### config.mk
export PLATFORM = sky130hd
export DESIGN_NAME = mul_writeback
export DESIGN_NICKNAME = d
export VERILOG_FILES = /design/src/rtl/mul_pkg.sv /design/src/rtl/mul_writeback.sv
export SDC_FILE = /design/constraint.sdc
export NUM_CORES = 1
export LEC_CHECK = 0
export BUFFER_PORTS_ARGS = -buffer_cell sky130_fd_sc_hd__buf_2
export CAP_MARGIN = 20
export CORE_ASPECT_RATIO = 1.25
export CORE_MARGIN = 4
export CORE_UTILIZATION = 37
export DETAILED_ROUTE_END_ITERATION = 10
export HOLD_SLACK_MARGIN = 0.12
export MAX_ROUTING_LAYER = met4
export PLACE_DENSITY = 0.73
export SYNTH_ARGS = -nofsm -noshare
export SYNTH_HDL_FRONTEND = slang
export SYNTH_SLANG_ARGS = --single-unit
### constraint.sdc
create_clock -name clock -period 1.24 [get_ports clock]
set_clock_uncertainty 0.15 [all_clocks]
set_input_delay 0 -clock clock [delete_from_list [all_inputs] [get_ports clock]]
set_output_delay 0 -clock clock [all_outputs]
set_load 0.02 [all_outputs]
### src/rtl/mul_pkg.sv
package mul_pkg;

   localparam int XLEN         = 32;
   localparam int MUL_STAGES   = 4;
   localparam int STAGE_BITS   = (2 * XLEN) / MUL_STAGES;  // multiplier bits per stage
   localparam int ROB_IDX_BITS = 4;
   localparam int PRF_BITS     = 6;

   typedef logic [XLEN-1:0]       xlen_t;
   typedef logic [2*XLEN-1:0]     dword_t;
   typedef logic [ROB_IDX_BITS:0] rob_tag_t;  // wrap bit on top
   typedef logic [PRF_BITS-1:0]   prf_tag_t;
   typedef logic [1:0]            mul_op_t;

   localparam mul_op_t MUL_OP_MUL    = 2'd0;
   localparam mul_op_t MUL_OP_MULH   = 2'd1;
   localparam mul_op_t MUL_OP_MULHSU = 2'd2;
   localparam mul_op_t MUL_OP_MULHU  = 2'd3;

   // kill rule against the flush boundary
   // same wrap: index below flush index dies, wrap differs: the rule inverts
   function automatic logic rob_killed(input rob_tag_t tag, input rob_tag_t flush_tag);
      logic wrap_diff;
      logic idx_below;
      wrap_diff = tag[ROB_IDX_BITS] ^ flush_tag[ROB_IDX_BITS];
      idx_below = tag[ROB_IDX_BITS-1:0] < flush_tag[ROB_IDX_BITS-1:0];
      return wrap_diff ^ idx_below;
   endfunction

endpackage
### src/rtl/mul_writeback.sv
`timescale 1ns/1ps

module mul_writeback (
   input  logic              clock,
   input  logic              reset,
   input  logic              pipe_valid,
   input  mul_pkg::dword_t   pipe_product,
   input  logic              pipe_high,
   input  mul_pkg::rob_tag_t pipe_rob_tag,
   input  mul_pkg::prf_tag_t pipe_prd,
   input  logic              flush_valid,
   input  mul_pkg::rob_tag_t flush_rob_tag,
   output logic              wb_valid,
   output mul_pkg::xlen_t    wb_data,
   output mul_pkg::rob_tag_t wb_rob_tag,
   output mul_pkg::prf_tag_t wb_prd
);

   logic              held_q;
   mul_pkg::xlen_t    data_q;
   mul_pkg::rob_tag_t rob_tag_q;
   mul_pkg::prf_tag_t prd_q;
   logic              kill_in;

   // last stage entry dies on its way in
   assign kill_in = flush_valid & mul_pkg::rob_killed(pipe_rob_tag, flush_rob_tag);

   always_ff @(posedge clock) begin
      if (pipe_valid) begin
         data_q    <= pipe_high ? pipe_product[2*mul_pkg::XLEN-1:mul_pkg::XLEN]
                                : pipe_product[mul_pkg::XLEN-1:0];
         rob_tag_q <= pipe_rob_tag;
         prd_q     <= pipe_prd;
      end
   end

   always_ff @(posedge clock) begin
      if (reset) begin
         held_q <= 1'b0;
      end else begin
         held_q <= pipe_valid & ~kill_in;
      end
   end

   // no pulse at all while a flush is up
   assign wb_valid   = held_q & ~flush_valid;
   assign wb_data    = data_q;
   assign wb_rob_tag = rob_tag_q;
   assign wb_prd     = prd_q;

endmodule

== Word level (Yosys, flattened, before mapping) ==
Cells that the tools add are included.

* Register bits after elaboration: 44
* Input bits: 85
* Output and inout port bits: 44
* Word-level logic and storage cells: 13

* Order comparisons: 1
* Multiplexer cells: 1
* Bitwise gates (word level): 7

{| class="wikitable"
|+ Operators with widths
! kind !! count
|-
| 32-bit two-way mux || 1
|-
| 4-bit < comparator || 1
|-
| 1-bit bitwise AND || 3
|-
| 1-bit inverter || 2
|-
| 1-bit bitwise XOR || 2
|}

== Logic depth before layout (Yosys ltp) ==
* Depth after elaboration: 5
* Gate-level depth with buffers: 5
* Gate-level depth less buffers: 5

== Worst setup path after synthesis ==
Ideal clock, no wire load.

* Kind: input port to flip-flop
* Start point: input flush_rob_tag[1]
* End point: register held_q
* Setup time: 0.130 ns
* Arrival: 1.016 ns
* Data required time: 0.960 ns
* Setup slack: -0.056 ns
* Cell stages on the path: 5
* Buffers on the path: 0
* Cell sequence: inv_1 -> ha_1 -> or3b_1 -> a2111oi_0 -> nor4_1

* Longest elaborated chain between the ends: 5

{| class="wikitable"
|+ Ends and longest elaborated chain
! item !! RTL line !! text
|-
| from (decl) || mul_writeback.sv:12 || <nowiki>input mul_pkg::rob_tag_t flush_rob_tag,</nowiki>
|-
| 4-bit < comparator || mul_pkg.sv:26 || <nowiki>idx_below = tag[ROB_IDX_BITS-1:0] < flush_tag[ROB_IDX_BITS-1:0];</nowiki>
|-
| 1-bit bitwise XOR || mul_pkg.sv:27 || <nowiki>return wrap_diff ^ idx_below;</nowiki>
|-
| 1-bit bitwise AND || mul_writeback.sv:26 || <nowiki>assign kill_in = flush_valid & mul_pkg::rob_killed(pipe_rob_tag, flush_rob_tag);</nowiki>
|-
| 1-bit inverter || mul_writeback.sv:41 || <nowiki>held_q <= pipe_valid & ~kill_in;</nowiki>
|-
| 1-bit bitwise AND || mul_writeback.sv:41 ||
|-
| to (signal assigned) || mul_writeback.sv:41 ||
|-
| to (decl) || mul_writeback.sv:19 || <nowiki>logic held_q;</nowiki>
|}

No other way between the ends.
A chain may end at the register's enable or synchronous reset.

== Worst setup path after layout ==
* Start point: input flush_valid
* End point: output wb_valid

* Longest elaborated chain between the ends: 2

{| class="wikitable"
|+ Ends and longest elaborated chain
! item !! RTL line !! text
|-
| from (decl) || mul_writeback.sv:11 || <nowiki>input logic flush_valid,</nowiki>
|-
| 1-bit inverter || mul_writeback.sv:46 || <nowiki>assign wb_valid = held_q & ~flush_valid;</nowiki>
|-
| 1-bit bitwise AND || mul_writeback.sv:46 ||
|-
| to (decl) || mul_writeback.sv:13 || <nowiki>output logic wb_valid,</nowiki>
|}

No other way between the ends.

==> impl_metrics.toml <==
[critical_path]
cp.arrival_ps = 1020
end_kind = "output pin"
cp_num_cells = 4
worst-endpoint-required_ps = 1090
critical_path.max_stage_delay_ps = 530
timing.critical_path.cells = "dlygate4sd3_1 > buf_2 > nor2b_1 > buf_2"
kind_of_cell_adding_the_most_delay_to_the_critical_path = "buffers and inverters"
critical_path_class = "input port to output pin"
critPathMostFrequentCell = "sky130_fd_sc_hd__buf_2"
worst_setup_path_startpoint = "flush_valid"
worst-path-max-fanout = 4
setup.worst_path.end = "wb_valid"
cp_slowest_cell = "sky130_fd_sc_hd__dlygate4sd3_1"
cp_num_buf_inv = 3
cp-start-kind = "input port"

[routing]
vias_per_cell = 4.57
dr_total_vias = 1695
antenna_left = 0
drt-total-wl_um = 6240
drt_pre_antenna_iters = 4
detail_route.iter0.violations = 59
wl_per_cell_um = 16.8
drc_errors = 0

[floorplan]
std_cell_rows = 28
die_area_mm2 = 0.00614
floorplan.die.height_um = 86.6
chipWidth_um = 70.9
initial_core_util_pct = 38.4
top_level_ports = 129
core_area_mm2 = 0.00476

[yosys]
post_synth_mux_area_share_pct = 19.7
synth_seq_cells = 44
netlist_instances = 97
yosysUniqueCellTypes = 17
synth_seq_area_share_pct = 71.7
simple_gate_area_share_of_the_yosys_netlist_pct = 2.81
synth-edff-count = 43
yosysWarnings = 0
post_synth_main_area_contributors = "sky130_fd_sc_hd__edfxtp_1 71%, sky130_fd_sc_hd__mux2_2 18%, sky130_fd_sc_hd__ha_1 2.1%"
synth_async_sr_flop_share_pct = 0
synth_cell_area_mm2 = 0.00183
main_combinational_cell_family_by_area_after_synthesis = "multiplexers"
cell_type_with_the_highest_aggregate_area_in_the_netlist = "sky130_fd_sc_hd__edfxtp_1"
synth_compound_gate_area_share_pct = 1.57
synthXorXnorAreaFrac_pct = 0.479
synthesis.nets = 185
primary_ff_master_synth = "sky130_fd_sc_hd__edfxtp_1"
synth.avg_cell_area_um2 = 18.8
synth_adder_area_share_pct = 2.05
synth_top_area_share_pct = 70.6

[clocking]
clock_tree.root_cell = "sky130_fd_sc_hd__clkbuf_8"
buffers_from_clock_root_to_sink_at_most = 2
cts_tree = "done"
htreeDepth = 2
post-cts-setup-buffers = 0
holdBufCountCts = 78
clk_pin_slew_worst_paths_ps = 80
cts_buffers = 5
cts_sinks = 44

[sta]
fin_crit_share_pct = 94.6
slew_headroom_pct = 82.7
final.hold.worst_slack_ps = -248
final.setup.worst_slack_ps = 67.3
drv_slew = 0
finalHoldViolCount = 1
period_minus_slack_ps = 1170
grt_setup_unrepaired = "no"
timing_worst_slew_pin_value_ps = 259
finalSetupViolations = 0
clock.fmax_mhz = 853

[layout]
postLayoutCellArea_mm2 = 0.00347
utilization_pct = 72.8
final-instance-count-excl-fill = 371
fillers = 321
area_growth_from_synthesis_to_layout_pct = 89.7
finish.net_count = 396
final_layout_size_suffix_gt1_share_pct = 55.0

[placed_design]
dpl-instance-area_mm2 = 0.00258
finalWeightedCongestion = 0.705
number_of_buffers_inserted_by_port_buffering = 128
place_hpwl_um = 3520
post-place-ws_ps = -150
placed_cells = 284

[power_and_ir_drop]
power.ir.vdd_worst_v = 0.000697
pwr_density_cell_mw_per_mm2 = 1070
static-leakage-power_nw = 1.55

[global_routing]
initial_antenna_violation_count = 0
track_usage_pct = 21.2
gr-total-overflow = 0
grt_max_degree = 33
grt_pass1_vias = 1941
grt_first_pass_wirelength_um = 9320

[run_status]
failed_checks = "negative hold slack"
run_status = "finished, violations left"

[worst_hold_path]
hold_path_class = "input port to register"

[job]
cap_violations = 0
==> registers in the layout, indices dropped and copies added (netlist names) <==
register    cells
wb_prd          6
held_q          1
wb_data        32
wb_rob_tag      5
==> per-stage QoR <==
stage	power, W	setup TNS (ps)
final	0.00371	0
after global routing	0.00386	0
after CTS	0.00372	0
after detailed placement	0.00247	-150
after global placement	0.00246	-135
after floorplan	0.00216	0
==> power by group <==
| part | internal [W] | switching (W) |
|---|---|---|
| clock network | 0.000587 | 0.000476 |
| registers | 0.00178 | 0.0000318 |
| logic | 0.000440 | 0.000392 |
==> cell families (layout without fill, tap and decap cells) <==
kind of cell	after synthesis	after routing
buffers and inverters	7	219
XOR/XNOR	1	1
AND/OR/NAND/NOR	7	7
flip-flops	44	44
AO/OA/AOI/OAI	3	3
other	0	2
multiplexers	32	32
adder cells (fa/ha/maj)	3	3
==> cell usage after synthesis, types with 2 or more instances <==
cell                       count
sky130_fd_sc_hd__buf_2         3
sky130_fd_sc_hd__edfxtp_1     43
sky130_fd_sc_hd__ha_1          3
sky130_fd_sc_hd__inv_1         3
sky130_fd_sc_hd__mux2_1        2
sky130_fd_sc_hd__mux2_2       30
sky130_fd_sc_hd__nand2b_1      2
sky130_fd_sc_hd__o211a_1       2
==> cells in the final DEF (no fill, tap or decap), types with 2 or more instances in the layout <==
cell                              n
sky130_fd_sc_hd__buf_12           2
sky130_fd_sc_hd__mux2_2          30
sky130_fd_sc_hd__o211a_1          2
sky130_fd_sc_hd__mux2_1           2
sky130_fd_sc_hd__clkinv_1         2
sky130_fd_sc_hd__dlygate4sd3_1   77
sky130_fd_sc_hd__inv_1            3
sky130_fd_sc_hd__diode_2          2
sky130_fd_sc_hd__ha_1             3
sky130_fd_sc_hd__clkbuf_8         5
sky130_fd_sc_hd__nand2b_1         2
sky130_fd_sc_hd__edfxtp_1        43
sky130_fd_sc_hd__buf_2          128
==> worst min path at each step <==
stage	from	end	slack, ps	depth (start not counted)
finish	pipe_rob_tag[0]	wb_rob_tag[0]	-250	1
global route	pipe_rob_tag[0]	wb_rob_tag[0]	-270	1
CTS	pipe_rob_tag[0]	wb_rob_tag[0]	-270	1
detailed placement	pipe_prd[5]	wb_prd[5]	30	1
global placement	pipe_prd[3]	wb_prd[3]	30	1
floorplan	flush_valid	wb_valid	-70	1
==> timing repair <==
action,CTS,global route
endpoints found under the setup margin,0,1
resized for setup,0,1
hold endpoints to repair,87,2
==> cell type report <==
class | instances | area [um2] | share of cell area (%)
diodes | 2 | 5.00 | 0.144
clock buffers | 5 | 68.8 | 1.98
clock inverters | 3 | 37.5 | 1.08
inverters | 3 | 11.3 | 0.325
multi-input cells | 46 | 500 | 14.4
flip-flops and latches | 44 | 1310 | 37.8
well taps | 60 | 75.1 | 2.16
repair buffers | 208 | 1460 | 42.1
==> per-layer routing <==
metal  routed length (um)  share of wire (%)  track usage, %
met5                    0                  0               -
met4                  240                3.8            10.9
met3                  358                5.7            4.76
met2                 3630                 58            41.0
met1                 2000                 32            18.8
(Power assumes the default switching activity.)
