===== src/rtl/mul_pkg.sv =====
package mul_pkg;

   localparam int XLEN         = 32;
   localparam int MUL_STAGES   = 4;
   localparam int STAGE_BITS   = (2 * XLEN) / MUL_STAGES;  // multiplier bits per stage
   localparam int ROB_IDX_BITS = 4;
   localparam int PRF_BITS     = 6;

   typedef logic [XLEN-1:0]       xlen_t;
   typedef logic [2*XLEN-1:0]     dword_t;
   typedef logic [ROB_IDX_BITS:0] rob_tag_t;  // wrap bit on top
   typedef logic [PRF_BITS-1:0]   prf_tag_t;
   typedef logic [1:0]            mul_op_t;

   localparam mul_op_t MUL_OP_MUL    = 2'd0;
   localparam mul_op_t MUL_OP_MULH   = 2'd1;
   localparam mul_op_t MUL_OP_MULHSU = 2'd2;
   localparam mul_op_t MUL_OP_MULHU  = 2'd3;

   // kill rule against the flush boundary
   // same wrap: index below flush index dies, wrap differs: the rule inverts
   function automatic logic rob_killed(input rob_tag_t tag, input rob_tag_t flush_tag);
      logic wrap_diff;
      logic idx_below;
      wrap_diff = tag[ROB_IDX_BITS] ^ flush_tag[ROB_IDX_BITS];
      idx_below = tag[ROB_IDX_BITS-1:0] < flush_tag[ROB_IDX_BITS-1:0];
      return wrap_diff ^ idx_below;
   endfunction

endpackage

===== src/rtl/mul_pipe.sv =====
`timescale 1ns/1ps

module mul_pipe (
   input  logic              clock,
   input  logic              reset,
   input  logic              issue_valid,
   input  mul_pkg::mul_op_t  issue_op,
   input  mul_pkg::xlen_t    rs1_data,
   input  mul_pkg::xlen_t    rs2_data,
   input  mul_pkg::rob_tag_t issue_rob_tag,
   input  mul_pkg::prf_tag_t issue_prd,
   input  logic              flush_valid,
   input  mul_pkg::rob_tag_t flush_rob_tag,
   output logic              pipe_valid,
   output mul_pkg::dword_t   pipe_product,
   output logic              pipe_high,
   output mul_pkg::rob_tag_t pipe_rob_tag,
   output mul_pkg::prf_tag_t pipe_prd
);

   logic              rs1_signed;
   logic              rs2_signed;
   logic              high_half;

   // index 0 is the issue side, index MUL_STAGES the last stage output
   logic              st_valid   [0:mul_pkg::MUL_STAGES];
   mul_pkg::dword_t   st_product [0:mul_pkg::MUL_STAGES];
   mul_pkg::dword_t   st_mcand   [0:mul_pkg::MUL_STAGES];
   mul_pkg::dword_t   st_mplier  [0:mul_pkg::MUL_STAGES];
   logic              st_high    [0:mul_pkg::MUL_STAGES];
   mul_pkg::rob_tag_t st_rob_tag [0:mul_pkg::MUL_STAGES];
   mul_pkg::prf_tag_t st_prd     [0:mul_pkg::MUL_STAGES];

   always_comb begin
      rs1_signed = 1'b0;
      rs2_signed = 1'b0;
      high_half  = 1'b1;
      case (issue_op)
         mul_pkg::MUL_OP_MUL:    high_half  = 1'b0;  // low half ignores sign
         mul_pkg::MUL_OP_MULH: begin
            rs1_signed = 1'b1;
            rs2_signed = 1'b1;
         end
         mul_pkg::MUL_OP_MULHSU: rs1_signed = 1'b1;
         default:                rs1_signed = 1'b0;  // mulhu
      endcase
   end

   assign st_valid[0]   = issue_valid;
   assign st_product[0] = '0;
   assign st_mcand[0]   = {{mul_pkg::XLEN{rs1_signed & rs1_data[mul_pkg::XLEN-1]}}, rs1_data};
   assign st_mplier[0]  = {{mul_pkg::XLEN{rs2_signed & rs2_data[mul_pkg::XLEN-1]}}, rs2_data};
   assign st_high[0]    = high_half;
   assign st_rob_tag[0] = issue_rob_tag;
   assign st_prd[0]     = issue_prd;

   for (genvar i = 0; i < mul_pkg::MUL_STAGES; i++) begin : g_stage
      mul_stage u_mul_stage (
         .clock         (clock),
         .reset         (reset),
         .in_valid      (st_valid[i]),
         .in_product    (st_product[i]),
         .in_mcand      (st_mcand[i]),
         .in_mplier     (st_mplier[i]),
         .in_high       (st_high[i]),
         .in_rob_tag    (st_rob_tag[i]),
         .in_prd        (st_prd[i]),
         .flush_valid   (flush_valid),
         .flush_rob_tag (flush_rob_tag),
         .out_valid     (st_valid[i+1]),
         .out_product   (st_product[i+1]),
         .out_mcand     (st_mcand[i+1]),
         .out_mplier    (st_mplier[i+1]),
         .out_high      (st_high[i+1]),
         .out_rob_tag   (st_rob_tag[i+1]),
         .out_prd       (st_prd[i+1])
      );
   end

   assign pipe_valid   = st_valid[mul_pkg::MUL_STAGES];
   assign pipe_product = st_product[mul_pkg::MUL_STAGES];
   assign pipe_high    = st_high[mul_pkg::MUL_STAGES];
   assign pipe_rob_tag = st_rob_tag[mul_pkg::MUL_STAGES];
   assign pipe_prd     = st_prd[mul_pkg::MUL_STAGES];

endmodule


===== src/rtl/mul_stage.sv =====
`timescale 1ns/1ps

module mul_stage (
   input  logic              clock,
   input  logic              reset,
   input  logic              in_valid,
   input  mul_pkg::dword_t   in_product,
   input  mul_pkg::dword_t   in_mcand,
   input  mul_pkg::dword_t   in_mplier,
   input  logic              in_high,
   input  mul_pkg::rob_tag_t in_rob_tag,
   input  mul_pkg::prf_tag_t in_prd,
   input  logic              flush_valid,
   input  mul_pkg::rob_tag_t flush_rob_tag,
   output logic              out_valid,
   output mul_pkg::dword_t   out_product,
   output mul_pkg::dword_t   out_mcand,
   output mul_pkg::dword_t   out_mplier,
   output logic              out_high,
   output mul_pkg::rob_tag_t out_rob_tag,
   output mul_pkg::prf_tag_t out_prd
);

   mul_pkg::dword_t   sum_q;
   mul_pkg::dword_t   partial_q;
   mul_pkg::dword_t   mcand_q;
   mul_pkg::dword_t   mplier_q;
   logic              high_q;
   mul_pkg::rob_tag_t rob_tag_q;
   mul_pkg::prf_tag_t prd_q;
   logic              occupied_q;

   mul_pkg::dword_t   partial_d;
   logic              kill_in;

   // low slice of the multiplier times the full multiplicand
   assign partial_d = in_mplier[mul_pkg::STAGE_BITS-1:0] * in_mcand;

   // the entry is checked as it moves in, so the upstream entry's tag is
   // tested in the same cycle as every other occupied stage
   assign kill_in = flush_valid & mul_pkg::rob_killed(in_rob_tag, flush_rob_tag);

   always_ff @(posedge clock) begin
      if (in_valid) begin
         sum_q     <= in_product;
         partial_q <= partial_d;
         mcand_q   <= in_mcand << mul_pkg::STAGE_BITS;
         mplier_q  <= in_mplier >> mul_pkg::STAGE_BITS;
         high_q    <= in_high;
         rob_tag_q <= in_rob_tag;
         prd_q     <= in_prd;
      end
   end

   always_ff @(posedge clock) begin
      if (reset) begin
         occupied_q <= 1'b0;
      end else begin
         occupied_q <= in_valid & ~kill_in;  // follows upstream, no stall
      end
   end

   assign out_valid   = occupied_q;
   assign out_product = sum_q + partial_q;
   assign out_mcand   = mcand_q;
   assign out_mplier  = mplier_q;
   assign out_high    = high_q;
   assign out_rob_tag = rob_tag_q;
   assign out_prd     = prd_q;

endmodule


===== config.mk =====
export PLATFORM = sky130hd
export DESIGN_NAME = mul_pipe
export DESIGN_NICKNAME = d
export VERILOG_FILES = /design/src/rtl/mul_pkg.sv /design/src/rtl/mul_pipe.sv /design/src/rtl/mul_stage.sv
export SDC_FILE = /design/constraint.sdc
export NUM_CORES = 2
export LEC_CHECK = 0
export BUFFER_PORTS_ARGS = -buffer_cell sky130_fd_sc_hd__buf_2
export CORE_AREA = 2 2 539 407
export DETAILED_ROUTE_END_ITERATION = 8
export DIE_AREA = 0 0 541 409
export PLACE_DENSITY = 0.49
export SLEW_MARGIN = 15
export SYNTH_ARGS = -nofsm -noshare
export SYNTH_HDL_FRONTEND = slang
export SYNTH_SLANG_ARGS = --single-unit

===== constraint.sdc =====
create_clock -name clock -period 10.65 [get_ports clock]
set_input_delay 1.5975 -clock clock [delete_from_list [all_inputs] [get_ports clock]]
set_output_delay 1.5975 -clock clock [all_outputs]
set_load 0.01 [all_outputs]

; ---- After elaboration in Yosys (flattened, before gate mapping)
; Cells that the tools add are included.
[word_totals]
reg_bits = 504
inputBits = 86
out_inout_bits = 77
word_cells = 69
[classes]
addsub = 3
mul = 4
magnitude_cmp = 4
eq_ne = 2
muxes = 3
bitwise = 22
reduce_logical = 2
[ops]
columns = operator, count
row1 = $add A64 B64 Y64, 3
row2 = $mul A17 B33 Y50, 1
row3 = $mul A16 B48 Y48, 1
row4 = $mul A16 B32 Y32, 1
row5 = $lt A4 B4 Y1, 4
row6 = $mul A1 B16 Y16, 1
row7 = $and A1 B1 Y1, 10
row8 = $xor A1 B1 Y1, 8
row9 = $not A1 Y1, 4
row10 = $mux W1, 3
row11 = $eq A2 B1 Y1 const B, 1
row12 = $eq A2 B2 Y1 const B, 1
row13 = $logic_not A2 Y1, 1
row14 = $reduce_or A2 Y1, 1

; ---- Depth between registers and ports, before layout
[depth]
word_depth = 5
mapped_depth = 27

; ---- Hierarchy
; A second synthesis with hierarchy kept.
[unflattened]
cells_unflattened = 15845
hier_area_um2 = 151305.1
[by_module_without_submodules]
columns = module, n_inst, cells_each, area_each_um2, seq_area_each_um2
row1 = mul_stage (g_stage[3].u_mul_stage), 1, 3965, 37922.6, 7106.8
row2 = mul_stage (g_stage[0].u_mul_stage), 1, 3987, 37875.1, 7106.8
row3 = mul_stage (g_stage[2].u_mul_stage), 1, 3959, 37793.7, 7106.8
row4 = mul_stage (g_stage[1].u_mul_stage), 1, 3926, 37661.1, 7106.8
row5 = mul_pipe, 1, 8, 52.6, 0.0

; ---- Least setup slack after synthesis
; Ideal clock, no wire load.
[synth_path]
path_kind = in2reg
startpoint = in issue_op[1]
endpoint = reg g_stage[0].u_mul_stage.partial_q[45] (data pin)
setup_ps = 261
arrival_ps = 7416
required_time_ps = 10389
path_slack_ps = 2973
cell_stages = 27
path_buffers = 1
path_cell_list = inv_1 ha_1 and2_0 clkbuf_1 nand2_1 fa_1 inv_1 fa_1 inv_1 fa_1 inv_1 fa_1 fa_1 inv_1 fa_1 inv_1 ha_1 inv_1 o21bai_1 a21oi_1 o21ai_0 a21oi_1 o21ai_0 a21oi_1 o21ai_1 o41a_1 xor2_1
[synth_via]
elab_chain_cells = 5
elab_cells_between_ends = 6
classes_between = mul (1) / eq/ne (2) / mux (1) / bitwise (1) / reduce/logical (1)
[synth_lines]
columns = element, line_no
row1 = from (decl), mul_pipe.sv:7  ; input mul_pkg::mul_op_t issue_op,
row2 = $eq A2 B1 Y1 or $eq A2 B2 Y1 (tied branches), mul_pipe.sv:38  ; case (issue_op)
row3 = $reduce_or A2 Y1 (no line) *, n/a
row4 = $mux W1 *, mul_pipe.sv:38
row5 = $and A1 B1 Y1 *, mul_pipe.sv:51  ; assign st_mcand[0] = {{mul_pkg::XLEN{rs1_signed & rs1_data[mul_pkg::XLEN-1]}}, rs1_data};
row6 = net g_stage[0].u_mul_stage.in_mcand[32], mul_stage.sv:8  ; input mul_pkg::dword_t in_mcand,
row7 = $mul A17 B33 Y50 *, mul_stage.sv:37  ; assign partial_d = in_mplier[mul_pkg::STAGE_BITS-1:0] * in_mcand;
row8 = net g_stage[0].u_mul_stage.partial_d[45], mul_stage.sv:33  ; mul_pkg::dword_t partial_d;
row9 = to (signal assigned), mul_stage.sv:46  ; partial_q <= partial_d;
row10 = to (decl), mul_stage.sv:25  ; mul_pkg::dword_t partial_q;
; Mark *: on every way through the listed nets, which the timed path passes. The rest lies on a longest branch.
; A chain may end at the register's enable or synchronous reset.

; ---- Final worst setup path
[layout_path]
startpoint = reg g_stage[0].u_mul_stage.mplier_q[2]
endpoint = reg g_stage[1].u_mul_stage.partial_q[63] (data pin)
[layout_via]
elab_chain_cells = 1
[layout_lines]
columns = element, line_no
row1 = from (decl), mul_stage.sv:27  ; mul_pkg::dword_t mplier_q;
row2 = from (signal assigned), mul_stage.sv:48  ; mplier_q <= in_mplier >> mul_pkg::STAGE_BITS;
row3 = $mul A16 B48 Y48, mul_stage.sv:37
row4 = net g_stage[1].u_mul_stage.partial_d[63], mul_stage.sv:33
row5 = to (signal assigned), mul_stage.sv:46
row6 = to (decl), mul_stage.sv:25
; The timed path passes the listed nets, and every way through them passes these cells.

==> impl_metrics.env <==
export IMPL_fin_setup_tns_ps=0
export IMPL_vias=40980
export IMPL_place_area_um2=66180
export IMPL_run_status="finished, final reports clean"
export IMPL_wl_per_cell_um=20.30
export IMPL_wl_met3_um=11000
export IMPL_root_buffer="clkbuf_16"
export IMPL_synth_area_mux_share_pct=0.01602
export IMPL_layout_common_cells="inv_1, fa_1, nand2_1"
export IMPL_wl_met2_um=77030
export IMPL_r2r_start="g_stage[0].u_mul_stage.out_mplier[2]"
export IMPL_core_um2=215900
export IMPL_rows=148
export IMPL_rsz0062_at_grt="false"
export IMPL_dp_hpwl_um=139800
export IMPL_start_util_pct=28.93
export IMPL_final_net_count=7700
export IMPL_die_y_um=409
export IMPL_area_growth_pct=9.251
export IMPL_min_path_type="reg2reg"
export IMPL_arrival_ps=8770
export IMPL_synthSimpleGateAreaFrac_pct=11.80
export IMPL_wl_met1_um=88920
export IMPL_worst_pin_slew_ps=1180
export IMPL_synth_avg_cell_area_um2=10.41
export IMPL_synth_main_ff_cell="edfxtp_1"
export IMPL_cts_tree="yes"
export IMPL_ctsHoldBuffers=0
export IMPL_grt_pass1_wl_um=279400
export IMPL_die_w_um=541
export IMPL_n_fill_cell=22290
export IMPL_synth_top_family_by_area="adder cells"
export IMPL_cap_violations=0
export IMPL_vias_per_cell=4.580
export IMPL_grt_overflow_total=0
export IMPL_dp_cells=8830
export IMPL_syn_inst=6000
export IMPL_synth_xor_area_share_pct=3.491
export IMPL_fin_crit_sh_pct=78.44
export IMPL_start_kind="flip-flop"
export IMPL_layout_drive_gt1_share_pct=5.464
export IMPL_max_slew_margin_rel_pct=21.34
export IMPL_grt_max_degree=74
export IMPL_cts_sinks=476
export IMPL_slew_viol_final=0
export IMPL_syn_nets=7657
export IMPL_drt_drc_violations_left=0
export IMPL_post_cts_setup_buffer_count=0
export IMPL_dieArea_um2=221300
export IMPL_synth_compound_area_share_pct=6.115
export IMPL_post_route_min_period_ps=8354
export IMPL_crit_path_start="g_stage[0].u_mul_stage.out_mplier[2]"
export IMPL_grt_usage_pct=16.67
export IMPL_cp_max_fo=20
export IMPL_antenna_violating_nets_post_route=0
export IMPL_wirelength_um=181700
export IMPL_synth_warnings=0
export IMPL_syn_area_um2=62470
export IMPL_final_common_cell="inv_1"
export IMPL_cts_resized=0
export IMPL_ctsLongestPathBuffers=3
export IMPL_max_freq_ghz=0.1197
export IMPL_fin_util_pct=31.61
export IMPL_synth_seq_area_share_pct=22.82
export IMPL_place_congestion=0.8761
export IMPL_required_ps=11070
export IMPL_num_io_pins=163
export IMPL_endpoint_kind="flip-flop"
export IMPL_skew_ps=39.65
export IMPL_antenna_found_initial=9
export IMPL_ys_types=77
export IMPL_cts_htree_levels=2
export IMPL_first_iter_violations=2641
export IMPL_grt_pass1_vias=44620
export IMPL_final_area_um2=68250
export IMPL_synth_edf_count=472
export IMPL_synth_async_reset_ratio_pct=0
export IMPL_min_from="g_stage[0].u_mul_stage.out_prd[5]"
export IMPL_layoutNonFillerInstCount=8948
export IMPL_io_buffers=162
export IMPL_cts_made_buffers=61
export IMPL_clk_pin_slew_ps=60
export IMPL_setup_viol=0
export IMPL_top_layer="met4"
export IMPL_synth_fa_ha_area_share_pct=45.96
export IMPL_clkLatencyLatePin_ps=700
export IMPL_firstDrtPassIters=5
export IMPL_ys_seq_elements=476
export IMPL_path_class="reg2reg"
export IMPL_finalHoldViolCount=0
[state kept, by name, indices dropped and copies added, names as in the netlist]
name,count
g_stage.u_mul_stage.out_prd,24
g_stage.u_mul_stage.out_mplier,19
g_stage.u_mul_stage.out_valid,4
g_stage.u_mul_stage.out_mcand,81
g_stage.u_mul_stage.sum_q,178
g_stage.u_mul_stage.partial_q,146
g_stage.u_mul_stage.out_rob_tag,20
g_stage.u_mul_stage.out_high,4
[cells in the mapped netlist, types with 5 or more instances]
master    number  area, µm²
inv_1       1347       5056
o211ai_1      16      120.1
o31ai_1        7      52.55
o21ai_0       83      415.4
buf_4         48      360.4
nor4_1         6      37.54
and4_1         5      43.79
clkbuf_1     182      683.2
o21a_1        28      210.2
fa_1        1206      24140
nand2b_1      38      237.7
a31oi_1       17      106.4
a21oi_1      195      975.9
a211oi_1      19      142.6
xor2_1        67      586.8
nand4_1       18      112.6
a221o_1        5      50.05
nor2_1        94      352.8
o21ai_1       19      95.09
a211o_1        7      61.31
nand2_1      773       2902
nor2b_1       33      206.5
edfxtp_1     472      14170
ha_1         365       4567
and2_1       440       2753
nor3_1        34      170.2
and3_1        35      219.0
or3_1          8      50.05
nand3_1       33      165.2
a21o_1       102      765.7
o21bai_1      27      202.7
xnor2_1      182       1594
[cell families (layout without fill, tap and decap cells)]
group           count (synthesis)  in the layout
mux                             1              1
flops                         476            476
buf+inv                      1580           1674
compound gates                589            589
simple gates                 1534           1534
fa+ha+maj                    1571           1571
xor+xnor                      249            249
other cells                     0              4
[cell type report]
cell class	instances	area [µm²]	share of cell area (%)
multi-input cells	3944	42100	61.68
flip-flops and latches	476	14260	20.90
inverters	1347	5056	7.408
well taps	2850	3566	5.225
clock buffers	74	1618	2.370
repair buffers	213	1200	1.758
clock inverters	40	439.2	0.6435
diodes	4	10.01	0.01467
[metal layers]
layer  vias up  track usage [%]
met1     21180            24.92
met4         0            4.047
met5         -                0
met3       198            2.538
met2      1163            25.09
li1      18440                -
[per-stage QoR]
step / hold WS [ps] / worst slack, ps
6_report: 404.0 / 2296
5_1_grt: 414.0 / 1994
4_1_cts: 392.9 / 2310
3_5_place_dp: 404.5 / 1900
3_3_place_gp: 400.6 / 1932
2_1_floorplan: 400.3 / 2973
[worst max-delay path, cell delays in order (launching register included)]
cell      delay [ps]
edfxtp_1         980
buf_4            460
nand2_1          130
fa_1             510
fa_1             480
fa_1             550
inv_1             50
fa_1             510
fa_1             510
inv_1             60
fa_1             490
inv_1             50
ha_1             280
nor4_1           220
nand2_1          100
o32ai_1          630
o21ai_1          400
a21oi_1          570
o31ai_2          220
a31oi_1          400
o21ai_1          130
a21oi_1          190
xnor2_1          140
[path summary, 6_finish.rpt]
path	cells past startpoint	end	slack (ps)
min reg2reg	0	g_stage[1].u_mul_stage.out_prd[5]	400
max reg2reg	22	g_stage[1].u_mul_stage.partial_q[63]	2300
max	22	g_stage[1].u_mul_stage.partial_q[63]	2300
min	0	g_stage[1].u_mul_stage.out_prd[5]	400
Power is not shown: default switching activity piles up to over one toggle a cycle in this logic, so the estimate is an artifact.
